===== config.mk =====
export PLATFORM = sky130hd
export DESIGN_NAME = approxMul
export DESIGN_NICKNAME = d
export VERILOG_FILES = /design/src/hw/approxMulPkg.sv /design/src/hw/mulCtrlIf.sv /design/src/hw/opMem.sv /design/src/hw/resMem.sv /design/src/hw/mulCtrl.sv /design/src/hw/mulDatapath.sv /design/src/hw/approxMul.sv
export SDC_FILE = /design/constraint.sdc
export NUM_CORES = 1
export LEC_CHECK = 0
export BUFFER_PORTS_ARGS = -buffer_cell sky130_fd_sc_hd__buf_2
export CORE_MARGIN = 3
export CORE_UTILIZATION = 44
export DETAILED_ROUTE_END_ITERATION = 12
export GPL_TIMING_DRIVEN = 0
export PLACE_DENSITY_LB_ADDON = 0.12
export SLEW_MARGIN = 0
export SYNTH_ARGS = -nofsm -noshare
export SYNTH_HDL_FRONTEND = slang
export SYNTH_SLANG_ARGS = --single-unit

===== constraint.sdc =====
create_clock -name clk -period 12.9 [get_ports clk]
set_clock_uncertainty 0.15 [all_clocks]
set_input_delay 2.58 -clock clk [delete_from_list [all_inputs] [get_ports clk]]
set_output_delay 2.58 -clock clk [all_outputs]
set_load 0.01 [all_outputs]

===== src/hw/approxMulPkg.sv =====
`default_nettype none

package approxMulPkg;

    localparam int opWidth   = 16;
    localparam int mantWidth = 8;
    localparam int resWidth  = 32;
    localparam int numPairs  = 8;
    localparam int addrWidth = 3;
    localparam int maxShift  = 15;
    localparam int cntWidth  = $clog2(maxShift + 1);

    // Controller state codes.
    localparam int stateWidth = 4;
    localparam logic [stateWidth-1:0] stIdle      = 4'd0;
    localparam logic [stateWidth-1:0] stInit      = 4'd1;
    localparam logic [stateWidth-1:0] stShCntClr  = 4'd2;
    localparam logic [stateWidth-1:0] stLoadOps   = 4'd3;
    localparam logic [stateWidth-1:0] stCheck     = 4'd4;
    localparam logic [stateWidth-1:0] stShiftBoth = 4'd5;
    localparam logic [stateWidth-1:0] stShiftA    = 4'd6;
    localparam logic [stateWidth-1:0] stShiftB    = 4'd7;
    localparam logic [stateWidth-1:0] stMultiply  = 4'd8;
    localparam logic [stateWidth-1:0] stCheckA    = 4'd9;
    localparam logic [stateWidth-1:0] stShiftRA   = 4'd10;
    localparam logic [stateWidth-1:0] stCheckB    = 4'd11;
    localparam logic [stateWidth-1:0] stShiftRB   = 4'd12;
    localparam logic [stateWidth-1:0] stWrite     = 4'd13;
    localparam logic [stateWidth-1:0] stDone      = 4'd14;

    // One memory word, seen raw on load and as two operands in the datapath.
    typedef union packed {
        logic [2*opWidth-1:0] raw;
        struct packed {
            logic [opWidth-1:0] opA;
            logic [opWidth-1:0] opB;
        } ops;
    } opPair_u;

endpackage

`default_nettype wire


===== src/hw/mulCtrlIf.sv =====
`default_nettype none
`timescale 1ns/1ps

interface mulCtrlIf;

    // Strobes from the controller.
    logic rdAddrRst;
    logic wrAddrRst;
    logic shCntRst;
    logic ldA;
    logic ldB;
    logic ldProd;
    logic shlA;
    logic shlB;
    logic shrRes;
    logic rdAddrInc;
    logic we;

    // Status from the datapath.
    logic msbA;
    logic msbB;
    logic normDoneA;
    logic normDoneB;
    logic cntZeroA;
    logic cntZeroB;
    logic lastPair;

    modport ctrl (
        output rdAddrRst, wrAddrRst, shCntRst, ldA, ldB, ldProd,
        output shlA, shlB, shrRes, rdAddrInc, we,
        input  msbA, msbB, normDoneA, normDoneB, cntZeroA, cntZeroB, lastPair
    );

    modport dp (
        input  rdAddrRst, wrAddrRst, shCntRst, ldA, ldB, ldProd,
        input  shlA, shlB, shrRes, rdAddrInc, we,
        output msbA, msbB, normDoneA, normDoneB, cntZeroA, cntZeroB, lastPair
    );

endinterface

`default_nettype wire


===== src/hw/opMem.sv =====
`default_nettype none
`timescale 1ns/1ps

module opMem (
    input  logic                                clk,
    input  logic                                loadEn,
    input  logic [approxMulPkg::addrWidth-1:0]  loadAddr,
    input  logic [2*approxMulPkg::opWidth-1:0]  loadData,
    input  logic [approxMulPkg::addrWidth-1:0]  rdAddr,
    output approxMulPkg::opPair_u               rdData
);
    import approxMulPkg::*;

    opPair_u mem [numPairs];

    always_ff @(posedge clk) begin
        if (loadEn) begin
            mem[loadAddr].raw <= loadData; // Loaded as a raw word.
        end
    end

    assign rdData = mem[rdAddr];

endmodule

`default_nettype wire


===== src/hw/resMem.sv =====
`default_nettype none
`timescale 1ns/1ps

module resMem (
    input  logic                                clk,
    input  logic                                we,
    input  logic [approxMulPkg::addrWidth-1:0]  wrAddr,
    input  logic [approxMulPkg::resWidth-1:0]   wrData,
    input  logic [approxMulPkg::addrWidth-1:0]  rdAddr,
    output logic [approxMulPkg::resWidth-1:0]   rdData
);
    import approxMulPkg::*;

    logic [resWidth-1:0] mem [numPairs];

    always_ff @(posedge clk) begin
        if (we) begin
            mem[wrAddr] <= wrData;
        end
    end

    assign rdData = mem[rdAddr]; // Visible the cycle after Write.

endmodule

`default_nettype wire


===== src/hw/mulCtrl.sv =====
`default_nettype none
`timescale 1ns/1ps

module mulCtrl (
    input  logic clk,
    input  logic rst,
    input  logic start,
    output logic done,
    mulCtrlIf.ctrl bus
);
    import approxMulPkg::*;

    logic [stateWidth-1:0] state;
    logic [stateWidth-1:0] nextState;

    always_ff @(posedge clk or posedge rst) begin
        if (rst) begin
            state <= stIdle;
        end else begin
            state <= nextState;
        end
    end

    always_comb begin
        nextState = stIdle;
        case (state)
            stIdle:     nextState = start ? stInit : stIdle;
            stInit:     nextState = start ? stInit : stShCntClr; // Wait for start to drop.
            stShCntClr: nextState = stLoadOps;
            stLoadOps:  nextState = stCheck;
            stCheck: begin
                case ({bus.msbA, bus.msbB})
                    2'b11:   nextState = stMultiply;
                    2'b10:   nextState = stShiftB;
                    2'b01:   nextState = stShiftA;
                    default: nextState = stShiftBoth;
                endcase
            end
            stShiftBoth: begin
                case ({bus.normDoneA, bus.normDoneB})
                    2'b11:   nextState = stMultiply;
                    2'b10:   nextState = stShiftB;
                    2'b01:   nextState = stShiftA;
                    default: nextState = stShiftBoth;
                endcase
            end
            stShiftA:   nextState = bus.normDoneA ? stMultiply : stShiftA;
            stShiftB:   nextState = bus.normDoneB ? stMultiply : stShiftB;
            stMultiply: nextState = stCheckA;
            stCheckA:   nextState = bus.cntZeroA ? stCheckB : stShiftRA;
            stShiftRA:  nextState = bus.cntZeroA ? stCheckB : stShiftRA;
            stCheckB:   nextState = bus.cntZeroB ? stWrite : stShiftRB;
            stShiftRB:  nextState = bus.cntZeroB ? stWrite : stShiftRB;
            stWrite:    nextState = bus.lastPair ? stDone : stShCntClr;
            stDone:     nextState = stIdle;
            default:    nextState = stIdle;
        endcase
    end

    always_comb begin
        bus.rdAddrRst = 1'b0;
        bus.wrAddrRst = 1'b0;
        bus.shCntRst  = 1'b0;
        bus.ldA       = 1'b0;
        bus.ldB       = 1'b0;
        bus.ldProd    = 1'b0;
        bus.shlA      = 1'b0;
        bus.shlB      = 1'b0;
        bus.shrRes    = 1'b0;
        bus.rdAddrInc = 1'b0;
        bus.we        = 1'b0;
        done          = 1'b0;
        case (state)
            stInit: begin
                bus.rdAddrRst = 1'b1;
                bus.wrAddrRst = 1'b1;
            end
            stShCntClr: bus.shCntRst = 1'b1;
            stLoadOps: begin
                bus.ldA = 1'b1;
                bus.ldB = 1'b1;
            end
            stShiftBoth: begin
                bus.shlA = 1'b1;
                bus.shlB = 1'b1;
            end
            stShiftA:   bus.shlA = 1'b1;
            stShiftB:   bus.shlB = 1'b1;
            stMultiply: bus.ldProd = 1'b1;
            stShiftRA:  bus.shrRes = 1'b1; // Counter A decrements.
            stShiftRB:  bus.shrRes = 1'b1; // Counter B decrements.
            stWrite: begin
                bus.we        = 1'b1;
                bus.rdAddrInc = 1'b1;
            end
            stDone:     done = 1'b1;
            default: begin
                done = 1'b0;
            end
        endcase
    end

endmodule

`default_nettype wire


===== src/hw/mulDatapath.sv =====
`default_nettype none
`timescale 1ns/1ps

module mulDatapath (
    input  logic                                clk,
    input  logic                                rst,
    mulCtrlIf.dp                                bus,
    output logic [approxMulPkg::addrWidth-1:0]  opAddr,
    input  approxMulPkg::opPair_u               opData,
    output logic                                resWe,
    output logic [approxMulPkg::addrWidth-1:0]  resWrAddr,
    output logic [approxMulPkg::resWidth-1:0]   resWrData
);
    import approxMulPkg::*;

    logic [addrWidth-1:0]   rdAddr;
    logic [addrWidth-1:0]   wrAddr;
    logic [opWidth-1:0]     regA;
    logic [opWidth-1:0]     regB;
    logic [cntWidth-1:0]    cntA;
    logic [cntWidth-1:0]    cntB;
    logic [2*mantWidth-1:0] prod;
    logic [resWidth-1:0]    resReg;
    logic                   decA;
    logic                   decB;

    always_ff @(posedge clk or posedge rst) begin
        if (rst) begin
            rdAddr <= '0;
            wrAddr <= '0;
        end else begin
            if (bus.rdAddrRst) begin
                rdAddr <= '0;
            end else if (bus.rdAddrInc) begin
                rdAddr <= rdAddr + 1'b1;
            end
            if (bus.wrAddrRst) begin
                wrAddr <= '0;
            end else if (bus.we) begin
                wrAddr <= wrAddr + 1'b1;
            end
        end
    end

    // A right shift drains counter A first, then counter B.
    assign decA = bus.shrRes & (cntA != '0);
    assign decB = bus.shrRes & (cntA == '0);

    always_ff @(posedge clk or posedge rst) begin
        if (rst) begin
            cntA <= '0;
            cntB <= '0;
        end else if (bus.shCntRst) begin
            cntA <= '0;
            cntB <= '0;
        end else begin
            if (bus.shlA) begin
                cntA <= cntA + 1'b1;
            end else if (decA) begin
                cntA <= cntA - 1'b1;
            end
            if (bus.shlB) begin
                cntB <= cntB + 1'b1;
            end else if (decB) begin
                cntB <= cntB - 1'b1;
            end
        end
    end

    always_ff @(posedge clk) begin
        if (bus.ldA) begin
            regA <= opData.ops.opA;
        end else if (bus.shlA) begin
            regA <= {regA[opWidth-2:0], 1'b0};
        end
        if (bus.ldB) begin
            regB <= opData.ops.opB;
        end else if (bus.shlB) begin
            regB <= {regB[opWidth-2:0], 1'b0};
        end
    end

    // Top bytes of the normalized operands only.
    assign prod = regA[opWidth-1 -: mantWidth] * regB[opWidth-1 -: mantWidth];

    always_ff @(posedge clk) begin
        if (bus.ldProd) begin
            resReg <= {prod, {(resWidth - 2*mantWidth){1'b0}}};
        end else if (bus.shrRes) begin
            resReg <= {1'b0, resReg[resWidth-1:1]};
        end
    end

    assign bus.msbA = regA[opWidth-1];
    assign bus.msbB = regB[opWidth-1];

    // Lookahead on the shift under way this cycle.
    assign bus.normDoneA = regA[opWidth-2] | (cntA == cntWidth'(maxShift - 1));
    assign bus.normDoneB = regB[opWidth-2] | (cntB == cntWidth'(maxShift - 1));
    assign bus.cntZeroA  = (cntA == '0) | (decA & (cntA == cntWidth'(1)));
    assign bus.cntZeroB  = (cntB == '0) | (decB & (cntB == cntWidth'(1)));
    assign bus.lastPair  = (wrAddr == addrWidth'(numPairs - 1));

    assign opAddr    = rdAddr;
    assign resWe     = bus.we;
    assign resWrAddr = wrAddr;
    assign resWrData = resReg;

endmodule

`default_nettype wire


===== src/hw/approxMul.sv =====
`default_nettype none
`timescale 1ns/1ps

module approxMul (
    input  logic                                clk,
    input  logic                                rst,
    input  logic                                start,
    output logic                                done,
    input  logic                                loadEn,
    input  logic [approxMulPkg::addrWidth-1:0]  loadAddr,
    input  logic [2*approxMulPkg::opWidth-1:0]  loadData,
    input  logic [approxMulPkg::addrWidth-1:0]  resAddr,
    output logic [approxMulPkg::resWidth-1:0]   resData
);
    import approxMulPkg::*;

    logic [addrWidth-1:0] opAddr;
    opPair_u              opData;
    logic                 resWe;
    logic [addrWidth-1:0] resWrAddr;
    logic [resWidth-1:0]  resWrData;

    mulCtrlIf ctrlBus ();

    mulCtrl u_mulCtrl (
        .clk   (clk),
        .rst   (rst),
        .start (start),
        .done  (done),
        .bus   (ctrlBus.ctrl)
    );

    mulDatapath u_mulDatapath (
        .clk       (clk),
        .rst       (rst),
        .bus       (ctrlBus.dp),
        .opAddr    (opAddr),
        .opData    (opData),
        .resWe     (resWe),
        .resWrAddr (resWrAddr),
        .resWrData (resWrData)
    );

    opMem u_opMem (
        .clk      (clk),
        .loadEn   (loadEn),
        .loadAddr (loadAddr),
        .loadData (loadData),
        .rdAddr   (opAddr),
        .rdData   (opData)
    );

    resMem u_resMem (
        .clk    (clk),
        .we     (resWe),
        .wrAddr (resWrAddr),
        .wrData (resWrData),
        .rdAddr (resAddr),
        .rdData (resData)
    );

endmodule

`default_nettype wire


==> impl_metrics.env, run 1 <==
export IMPL_cellPowerDensity_nw_per_um2=243.3
export IMPL_slew_violations=0
export IMPL_status="complete, no violations"
export IMPL_first_pass_iters=5
export IMPL_synth_nets=1542
export IMPL_crit_path_max_fanout=10
export IMPL_yosysTopAreaCell="edfxtp_1"
export IMPL_dp_cells=2266
export IMPL_hold_end="u_mulDatapath.resWrData[9]$_SDFFE_PP0N_"
export IMPL_start_util_pct=44.66
export IMPL_viasPerCell=5.376
export IMPL_ff2ff_setup_slack_ns=7.93
export IMPL_period_minus_slack_ns=7.404
export IMPL_worstMarginPinSlew_ns=0.9204
export IMPL_yosysWarnings=0
export IMPL_cts_resized=0
export IMPL_end_kind="output pin"
export IMPL_power_leakage_nw=9.868
export IMPL_worstPathCellList="clkbuf_1, clkbuf_1, mux4_2, mux2_2, buf_2"
export IMPL_worstSetupStartpointType="primary input"
export IMPL_ios=75
export IMPL_port_buffers=71
export IMPL_core_um2=56600
export IMPL_hold_violations=0
export IMPL_hold_path_depth=2
export IMPL_ys_ff_latch=594
export IMPL_fillers=4680
export IMPL_clk_pin_slew_ns=0.06
export IMPL_relSlewSlack_pct=38.64
export IMPL_drc=0
export IMPL_ys_seq_area_share_pct=69.57
export IMPL_reg2reg_from="u_mulDatapath.regA[14]$_DFFE_PP_"
export IMPL_fin_area_um2=29150
export IMPL_die_y_um=245.7
export IMPL_setup_viol=0
export IMPL_period_share_pct=57.39
export IMPL_grt_start_max_net_pins=26
export IMPL_synth_edff_count=560
export IMPL_wl_per_cell_um=22.22
export IMPL_antenna_found_initial=4
export IMPL_post_synth_top_count_cell="edfxtp_1"
export IMPL_grt_ovfl_total=0
export IMPL_ys_async_sr_fraction_pct=3.030
export IMPL_cp_arrival_ns=4.67
export IMPL_syn_inst=1410
export IMPL_nets=1704
export IMPL_cpMostUsedCell="clkbuf_1"
export IMPL_synth_common_cells="edfxtp_1 (560), mux4_2 (128), nand2_1 (79)"
export IMPL_syn_avg_cell_area_um2=17.93
export IMPL_grt_pass1_vias=13590
export IMPL_grt_pass1_wl_um=82480
export IMPL_hpwl_um=34710
export IMPL_cp_slowest_cell="clkbuf_1"
export IMPL_clock_sinks=594
export IMPL_die_area_um2=60360
export IMPL_drive_gt1_share_pct=24.29
export IMPL_placed_cell_area_um2=27170
export IMPL_clk_root_buffer_cell="clkbuf_16"
export IMPL_multi_input_area_um2=7302
export IMPL_crit_family="buffers and inverters"
export IMPL_area_growth_pct=15.30
export IMPL_clock_fmax_mhz=135.1
export IMPL_cts_max_path_buffers=3
export IMPL_vdd_drop_max_v=0.0002085
export IMPL_synth_cell_type_count=59
export IMPL_syn_area_um2=25280
export IMPL_cts_setup_buffers=0
export IMPL_clk_latency_ns=0.62
export IMPL_seq_area_um2=17590
export IMPL_numCtsBuffers=60
export IMPL_drt_total_wl_um=52860
export IMPL_num_rows=87
export IMPL_cts_tree="built"
export IMPL_synth_top_cells_by_area="edfxtp_1 (67%), mux4_2 (11%), fa_1 (2.9%), ha_1 (2.7%), dfrtp_1 (1.8%)"
export IMPL_rsz0062_at_grt="no"
export IMPL_r2r_end="u_mulDatapath.resWrData[29]$_DFFE_PP_"
export IMPL_grt_usage_pct=18.05
export IMPL_place_congestion=0.8245
export IMPL_cp_num_buf_inv=3
export IMPL_fp_dieW_um=245.7
export IMPL_min_from="u_mulDatapath.resWrData[10]$_SDFFE_PP0N_"
export IMPL_drv_cap=0
export IMPL_r2r_cells=14
export IMPL_fin_cells=2379
export IMPL_final_util_pct=51.49
export IMPL_finalPower_w=0.007091
export IMPL_htreeDepth=2
export IMPL_slowest_delay_ns=0.69
export IMPL_ctsHoldBuffers=0
export IMPL_drt_iter0_markers=815
export IMPL_worstSetupPathType="in2out"
export IMPL_dr_total_vias=12790
export IMPL_fin_setup_tns_ns=0
export IMPL_antenna_left=0
export IMPL_synth_main_ff_cell="edfxtp_1"
export IMPL_worstPathRequired_ns=10.17
export IMPL_hold_class="reg2reg"
export IMPL_synth_top_area_share_pct=66.52
[worst max-delay path by stage]
stage | to | slack (ns) | startpoint | depth (start not counted)
finish | resData[4] | 5.50 | resAddr[1] | 5
global route | resData[4] | 5.37 | resAddr[1] | 5
CTS | resData[4] | 5.44 | resAddr[1] | 5
detailed placement | resData[4] | 5.44 | resAddr[1] | 5
global placement | u_opMem.mem[0][12]$_DFFE_PP_ | 4.76 | loadAddr[1] | 3
floorplan | resData[0] | 6.27 | resAddr[0] | 4
[state kept, by name (all words and copies together), names as in the netlist]
register / cells
u_mulCtrl.state: 4
u_mulDatapath.cntA: 4
u_mulDatapath.cntB: 4
u_mulDatapath.opAddr: 3
u_mulDatapath.regA: 16
u_mulDatapath.regB: 16
u_mulDatapath.resWrAddr: 3
u_mulDatapath.resWrData: 32
u_opMem.mem: 256
u_resMem.mem: 256
[worst min-delay path, stage by stage, from the launching register on]
cell	delay, ns
dfxtp_1	0.38
nand2_1	0.09
a21oi_1	0.06
[layout make-up]
type | instances | area share, %
antenna | 1 | 0.008586
clock buffer | 69 | 5.439
tap | 756 | 3.245
sequential | 594 | 60.34
buffer | 63 | 0.8886
clock inverter | 43 | 1.339
multi-input combinational | 689 | 25.05
timing repair buffer | 100 | 2.859
inverter | 64 | 0.8242
[cells in the final DEF (no fill, tap or decap), types with 3 or more instances in the layout]
cell type  netlist  routed
a21oi_1         65      65
a22o_1          10      10
a31oi_1          5       5
and2_1          52      52
buf_1            6       6
buf_12           0       9
buf_16           0       4
buf_2           18      89
buf_6            0      12
buf_8            0       3
bufinv_16        0       6
clkbuf_1        39      43
clkbuf_16        0      60
clkbuf_8         0       5
clkinv_1         0      17
clkinv_2         0      12
dfrtp_1         18      18
dfxtp_1         16      16
edfxtp_1       560     560
fa_1            36      36
ha_1            54      54
inv_1           64      64
mux2_2          33      33
mux2i_1         38      38
mux4_2         128     128
nand2_1         79      79
nand2b_1         7       7
nand3_1         11      11
nand4_1          4       4
nor2_1          68      56
nor2_4           0      12
nor2b_1         10      10
nor3_1           7       3
nor3_2           0       4
o21ai_0         23      23
or3_1            4       4
xnor2_1          5       5
xor2_1           9       9
[routing by layer]
metal	wire (um)	up-vias	global-route usage, %
li1	-	5812	-
met1	22690	6616	23.91
met2	26980	274	31.38
met3	2177	80	2.791
met4	962	8	4.533
met5	48	-	0
[logic make-up after synthesis]
| kind of cell | share of synthesized area (%) |
|---|---|
| fa+ha+maj | 5.524 |
| xor+xnor | 0.4851 |
| mux | 14.38 |
| simple gates | 4.915 |
| buf+inv | 1.975 |
| compound gates | 3.148 |
| flops | 69.57 |
[report_power, final]
| group | total, W | switching (W) | internal, W |
|---|---|---|---|
| clock network | 0.00173 | 0.000725 | 0.00100 |
| registers | 0.00256 | 0.000185 | 0.00238 |
| logic | 0.00280 | 0.00159 | 0.00121 |
[per-stage QoR]
stage / worst slack (ns) / hold WS (ns)
2_1_floorplan: 6.267 / 0.3507
6_report: 5.496 / 0.4239
4_1_cts: 5.439 / 0.4250
3_5_place_dp: 5.440 / 0.4167
5_1_grt: 5.369 / 0.4505
3_3_place_gp: 4.762 / 0.3946
No activity file was read; power rests on OpenSTA's default activity.
==> run 2, diff against run 1 <==
--- a/config.mk
+++ b/config.mk
@@ -5,6 +5,7 @@
 export SDC_FILE = /design/constraint.sdc
 export NUM_CORES = 1
 export LEC_CHECK = 0
+export ABC_AREA = 1
 export BUFFER_PORTS_ARGS = -buffer_cell sky130_fd_sc_hd__buf_2
 export CORE_MARGIN = 3
 export CORE_UTILIZATION = 44
==> constraint.sdc (replaced) <==
create_clock -name clk -period 6.3 [get_ports clk]
set_clock_uncertainty 0.15 [all_clocks]
set_input_delay 1.26 -clock clk [delete_from_list [all_inputs] [get_ports clk]]
set_output_delay 1.26 -clock clk [all_outputs]
set_load 0.01 [all_outputs]
==> impl_metrics.env, run 2 <==
export IMPL_status="complete, no violations"
export IMPL_diodes=0
export IMPL_die_y_um=249.8
export IMPL_period_minus_slack_ns=4.518
export IMPL_dp_cells=3103
export IMPL_antenna_left=0
export IMPL_cp_slowest_cell="fa_1"
export IMPL_synth_edff_count=560
export IMPL_setup_slack_ns=1.782
export IMPL_grt_pass1_vias=17300
export IMPL_num_rows=88
export IMPL_hpwl_um=44590
export IMPL_ys_async_sr_fraction_pct=3.030
export IMPL_syn_avg_cell_area_um2=11.65
export IMPL_fin_cells=3216
export IMPL_syn_area_um2=26160
export IMPL_slowest_delay_ns=0.53
export IMPL_numCtsBuffers=61
export IMPL_drt_met1_wl_um=27870
export IMPL_wl_per_cell_um=20.84
export IMPL_ys_seq_area_share_pct=67.24
export IMPL_final_util_pct=51.44
export IMPL_ff2ff_setup_slack_ns=1.78
export IMPL_dr_wl_met2_um=34380
export IMPL_relSlewSlack_pct=40.59
export IMPL_fillers=5112
export IMPL_crit_start="u_mulDatapath.regA[14]$_DFFE_PP_"
export IMPL_ctsHoldBuffers=0
export IMPL_worstPathRequired_ns=6.49
export IMPL_drt_iter0_markers=1167
export IMPL_grt_start_max_net_pins=25
export IMPL_worstMarginPinSlew_ns=0.8891
export IMPL_end_kind="flop"
export IMPL_hold_class="reg2reg"
export IMPL_drive_gt1_share_pct=11.59
export IMPL_clk_pin_slew_ns=0.06
export IMPL_fp_dieW_um=249.8
export IMPL_worstSetupPathType="reg2reg"
export IMPL_nets=2533
export IMPL_finalPower_w=0.01372
export IMPL_grt_ovfl_total=0
export IMPL_min_from="u_mulDatapath.regB[6]$_DFFE_PP_"
export IMPL_fin_setup_tns_ns=0
export IMPL_setup_viol=0
export IMPL_cts_resized=0
export IMPL_synth_top_cells_by_area="edfxtp_1 (64%), nor2_1 (6.3%), nand2_1 (4.8%), o21ai_0 (4.4%), fa_1 (2.8%)"
export IMPL_cellPowerDensity_nw_per_um2=457.9
export IMPL_dr_total_vias=17150
export IMPL_r2r_cells=15
export IMPL_worstPathCellList="clkbuf_1, nand2_1, inv_1, fa_1, fa_1, fa_1, inv_1, fa_1, inv_1, ha_1, nand2_1, nor2_1, nand2_1, a21boi_0, o21ai_0"
export IMPL_area_growth_pct=14.56
export IMPL_yosysTopAreaCell="edfxtp_1"
export IMPL_drt_total_wl_um=67030
export IMPL_synth_top_area_share_pct=64.29
export IMPL_place_ws_ns=1.751
export IMPL_post_synth_top_count_cell="edfxtp_1"
export IMPL_synth_cell_type_count=41
export IMPL_die_area_um2=62410
export IMPL_cp_arrival_ns=4.70
export IMPL_rsz0062_at_grt="no"
export IMPL_cts_setup_buffers=0
export IMPL_dr_max_layer_used="met5"
export IMPL_vdd_drop_max_v=0.0003889
export IMPL_ys_ff_latch=594
export IMPL_port_buffers=71
export IMPL_clk_root_buffer_cell="clkbuf_16"
export IMPL_final_common_cell="edfxtp_1"
export IMPL_yosysWarnings=0
export IMPL_power_leakage_nw=11.40
export IMPL_hold_violations=0
export IMPL_worstSetupStartpointType="flop"
export IMPL_slew_violations=0
export IMPL_crit_path_max_fanout=10
export IMPL_synth_main_ff_cell="edfxtp_1"
export IMPL_period_share_pct=71.71
export IMPL_ios=75
export IMPL_cts_max_path_buffers=3
export IMPL_drv_cap=0
export IMPL_htreeDepth=2
export IMPL_clock_sinks=594
export IMPL_clock_fmax_mhz=221.4
export IMPL_grt_usage_pct=21.15
export IMPL_cpMostUsedCell="fa_1"
export IMPL_synth_nets=2377
export IMPL_core_um2=58250
export IMPL_grt_pass1_wl_um=101900
export IMPL_cts_tree="built"
export IMPL_reg2reg_from="u_mulDatapath.regA[14]$_DFFE_PP_"
export IMPL_drc=0
export IMPL_met3_length_um=3174
export IMPL_hold_path_depth=2
export IMPL_clk_latency_ns=0.61
export IMPL_start_util_pct=44.91
export IMPL_synth_common_cells="edfxtp_1 (560), nor2_1 (437), nand2_1 (335)"
export IMPL_antenna_found_initial=1
export IMPL_layout_common_cells="edfxtp_1 (560), nor2_1 (423), nand2_1 (335), o21ai_0 (229), inv_1 (157)"
export IMPL_first_pass_iters=5
export IMPL_viasPerCell=5.332
export IMPL_place_congestion=0.8577
export IMPL_syn_inst=2245
-- run 2: layout make-up --
class                   instances  area (um2)  area share, %
clock buffers                  79        1647          5.495
repair buffers                 93       740.7          2.472
plain buffers                 130       640.6          2.138
multi-input cells            1355        7421          24.77
inverters                     166       623.1          2.080
clock inverters                34       347.8          1.161
flip-flops and latches        594       17590          58.69
well taps                     765       957.2          3.194
-- run 2: logic make-up (layout without fill, tap and decap cells) --
group,Yosys count,count (layout),share of synthesized area (%)
AO/OA/AOI/OAI,383,383,9.022
XOR/XNOR,14,14,0.4688
adder cells (fa/ha/maj),90,90,5.338
buffers and inverters,296,502,4.831
flip-flops,594,594,67.24
AND/OR/NAND/NOR,868,868,13.10
-- run 2: final timing paths --
kind / end
min in group asynchronous: u_mulDatapath.cntB[1]$_DFFE_PP0P_
worst min-delay path: u_mulDatapath.regB[7]$_DFFE_PP_
worst max register to register: u_mulDatapath.resWrData[26]$_DFFE_PP_
worst max-delay path: u_mulDatapath.resWrData[26]$_DFFE_PP_
worst min register to register: u_mulDatapath.regB[7]$_DFFE_PP_
max in group asynchronous: u_mulDatapath.resWrAddr[1]$_DFFE_PP0P_
-- run 2: per-layer routing --
metal,vias up,GRT usage (%)
met5,-,0
met4,2,6.117
met3,103,2.678
met1,8447,26.72
li1,8136,-
met2,461,38.07
-- run 2: worst max-delay path, delay by kind of cell (launching register included) --
kind,cells,cell delay (ns)
fa+ha+maj,5,2.34
simple gates,4,0.48
flops,1,0.31
compound gates,2,0.31
buf+inv,4,0.66
-- run 2: power by group --
| part | leakage (nW) | switching, W | internal, W |
|---|---|---|---|
| clock | 0.978 | 0.00146 | 0.00212 |
| sequential | 5.46 | 0.000293 | 0.00486 |
| combinational | 4.96 | 0.00325 | 0.00173 |
-- run 2: metrics by stage --
step / hold slack, ns / instance area [um2]
2_1_floorplan: 0.3447 / 26160
3_3_place_gp: 0.3565 / 27470
3_5_place_dp: 0.3569 / 27970
4_1_cts: 0.3734 / 29960
5_1_grt: 0.3787 / 29960
6_report: 0.3708 / 29960
==> run 3, diff against run 2 <==
==> constraint.sdc (replaced) <==
create_clock -name clk -period 4.71 [get_ports clk]
set_clock_uncertainty 0.15 [all_clocks]
set_input_delay 0.942 -clock clk [delete_from_list [all_inputs] [get_ports clk]]
set_output_delay 0.942 -clock clk [all_outputs]
set_load 0.01 [all_outputs]
==> impl_metrics.env, run 3 (synthesized netlist as in run 2, its figures left out) <==
export IMPL_die_y_um=249.8
export IMPL_power_leakage_nw=11.39
export IMPL_clkPwrFrac_pct=26.1
export IMPL_grt_use_met3_pct=2.678
export IMPL_worstPathCellList="nand2_1, inv_1, fa_1, fa_1, fa_1, inv_1, fa_1, inv_1, ha_1, nand2_1, nor2_1, nand3_1, nand3_1, nand2_1, nand3_1, nand2_1"
export IMPL_met1_usage_pct=26.72
export IMPL_vdd_drop_max_v=0.0005195
export IMPL_clk_root_buffer_cell="clkbuf_16"
export IMPL_hpwl_um=44590
export IMPL_ctsHoldBuffers=0
export IMPL_r2r_cells=16
export IMPL_drt_iter0_markers=1130
export IMPL_worstSetupStartpointType="flop"
export IMPL_antenna_left=0
export IMPL_cp_arrival_ns=4.57
export IMPL_drv_cap=0
export IMPL_cts_setup_buffers=0
export IMPL_grt_usage_pct=21.15
export IMPL_end_kind="flop"
export IMPL_fp_dieW_um=249.8
export IMPL_finalPower_w=0.01833
export IMPL_antenna_found_initial=1
export IMPL_cts_tree="built"
export IMPL_slew_violations=0
export IMPL_grt_start_max_net_pins=25
export IMPL_diodes=0
export IMPL_intPower_w=0.01165
export IMPL_grt_util_met2_pct=38.07
export IMPL_clock_sinks=594
export IMPL_period_share_pct=92.79
export IMPL_fin_cells=3208
export IMPL_grt_pass1_vias=17300
export IMPL_whs_ns=0.3168
export IMPL_crit_path_max_fanout=10
export IMPL_dp_cells=3103
export IMPL_grt_ovfl_total=0
export IMPL_slowest_delay_ns=0.60
export IMPL_final_util_pct=51.39
export IMPL_power_frac_seq_pct=38.0
export IMPL_setup_viol=0
export IMPL_cts_resized=0
export IMPL_wl_per_cell_um=20.85
export IMPL_rsz0062_at_grt="no"
export IMPL_placed_cell_area_um2=27970
export IMPL_drive_gt1_share_pct=11.63
export IMPL_die_area_um2=62410
export IMPL_cts_max_path_buffers=3
export IMPL_port_buffers=71
export IMPL_cellPowerDensity_nw_per_um2=612.5
export IMPL_fin_area_um2=29930
export IMPL_final_common_cell="edfxtp_1"
export IMPL_combPwrFrac_pct=35.8
export IMPL_status="complete, no violations"
export IMPL_grt_pass1_wl_um=101900
export IMPL_dr_total_vias=17240
export IMPL_clk_latency_ns=0.61
export IMPL_first_pass_iters=5
export IMPL_power_switching_w=0.006686
export IMPL_cp_slowest_cell="edfxtp_1"
export IMPL_place_congestion=0.8577
export IMPL_start_util_pct=44.91
export IMPL_switching_share_pct=36.47
export IMPL_layout_common_cells="edfxtp_1 (560), nor2_1 (423), nand2_1 (335), o21ai_0 (229), inv_1 (157)"
export IMPL_viasPerCell=5.374
export IMPL_worstSetupPathType="reg2reg"
export IMPL_drc=0
export IMPL_worstPathRequired_ns=4.91
export IMPL_numCtsBuffers=61
export IMPL_drt_total_wl_um=66880
export IMPL_htreeDepth=2
export IMPL_hold_violations=0
export IMPL_period_minus_slack_ns=4.370
export IMPL_hold_class="in2async"
export IMPL_clk_pin_slew_ns=0.06
export IMPL_clock_fmax_mhz=228.8
export IMPL_grt_busiest_layer="met2"
export IMPL_worstMarginPinSlew_ns=0.8786
export IMPL_fillers=5113
export IMPL_nets=2525
export IMPL_area_growth_pct=14.44
export IMPL_relSlewSlack_pct=41.28
export IMPL_ios=75
export IMPL_num_rows=88
export IMPL_core_um2=58250
-- run 3: routing by layer --
layer  part of all wire (%)  routed length, um
met1                     41              27340
met2                     51              34330
met3                    5.4               3642
met4                    2.3               1564
met5                  0.010                  7
-- run 3: cell type report --
cell class / count / area (um2) / share of cell area (%)
Multi-Input combinational cell: 1355 / 7421 / 24.79
Clock inverter: 34 / 347.8 / 1.162
Buffer: 122 / 610.6 / 2.040
Sequential cell: 594 / 17590 / 58.75
Tap cell: 765 / 957.2 / 3.198
Clock buffer: 79 / 1647 / 5.501
Timing Repair Buffer: 93 / 740.7 / 2.475
Inverter: 166 / 623.1 / 2.082
-- run 3: worst paths after layout --
check / start / to / slack, ns
worst min-delay path: rst / u_mulDatapath.cntB[1]$_DFFE_PP0P_ / 0.32
max in group asynchronous: rst / u_mulDatapath.resWrAddr[1]$_DFFE_PP0P_ / 3.60
worst max-delay path: u_mulDatapath.regA[14]$_DFFE_PP_ / u_mulDatapath.resWrData[28]$_DFFE_PP_ / 0.34
worst min register to register: u_mulDatapath.regB[6]$_DFFE_PP_ / u_mulDatapath.regB[7]$_DFFE_PP_ / 0.37
min in group clk: u_mulDatapath.regB[6]$_DFFE_PP_ / u_mulDatapath.regB[7]$_DFFE_PP_ / 0.37
worst max register to register: u_mulDatapath.regA[14]$_DFFE_PP_ / u_mulDatapath.resWrData[28]$_DFFE_PP_ / 0.34
-- run 3: power groups by stage --
stage	Sequential [W]	Combinational [W]	Clock [W]
after global placement	0.00698	0.00660	0
after CTS	0.00690	0.00675	0.00488
final	0.00697	0.00657	0.00479
after floorplan	0.00685	0.00487	0
after detailed placement	0.00700	0.00671	0
after global routing	0.00704	0.00758	0.00509
-- run 3: critical path, delay by kind of cell, from the launching register on --
kind	cells	cell delay, ns
simple gates	8	0.83
fa+ha+maj	5	2.37
buf+inv	3	0.16
flops	1	0.60
-- run 3: stage by stage --
step	worst slack (ns)	TNS (ns)
3_5_place_dp	0.1607	0
4_1_cts	0.1533	0
2_1_floorplan	0.7076	0
3_3_place_gp	-1.685	-104.44
5_1_grt	0.02510	0
6_report	0.3398	0
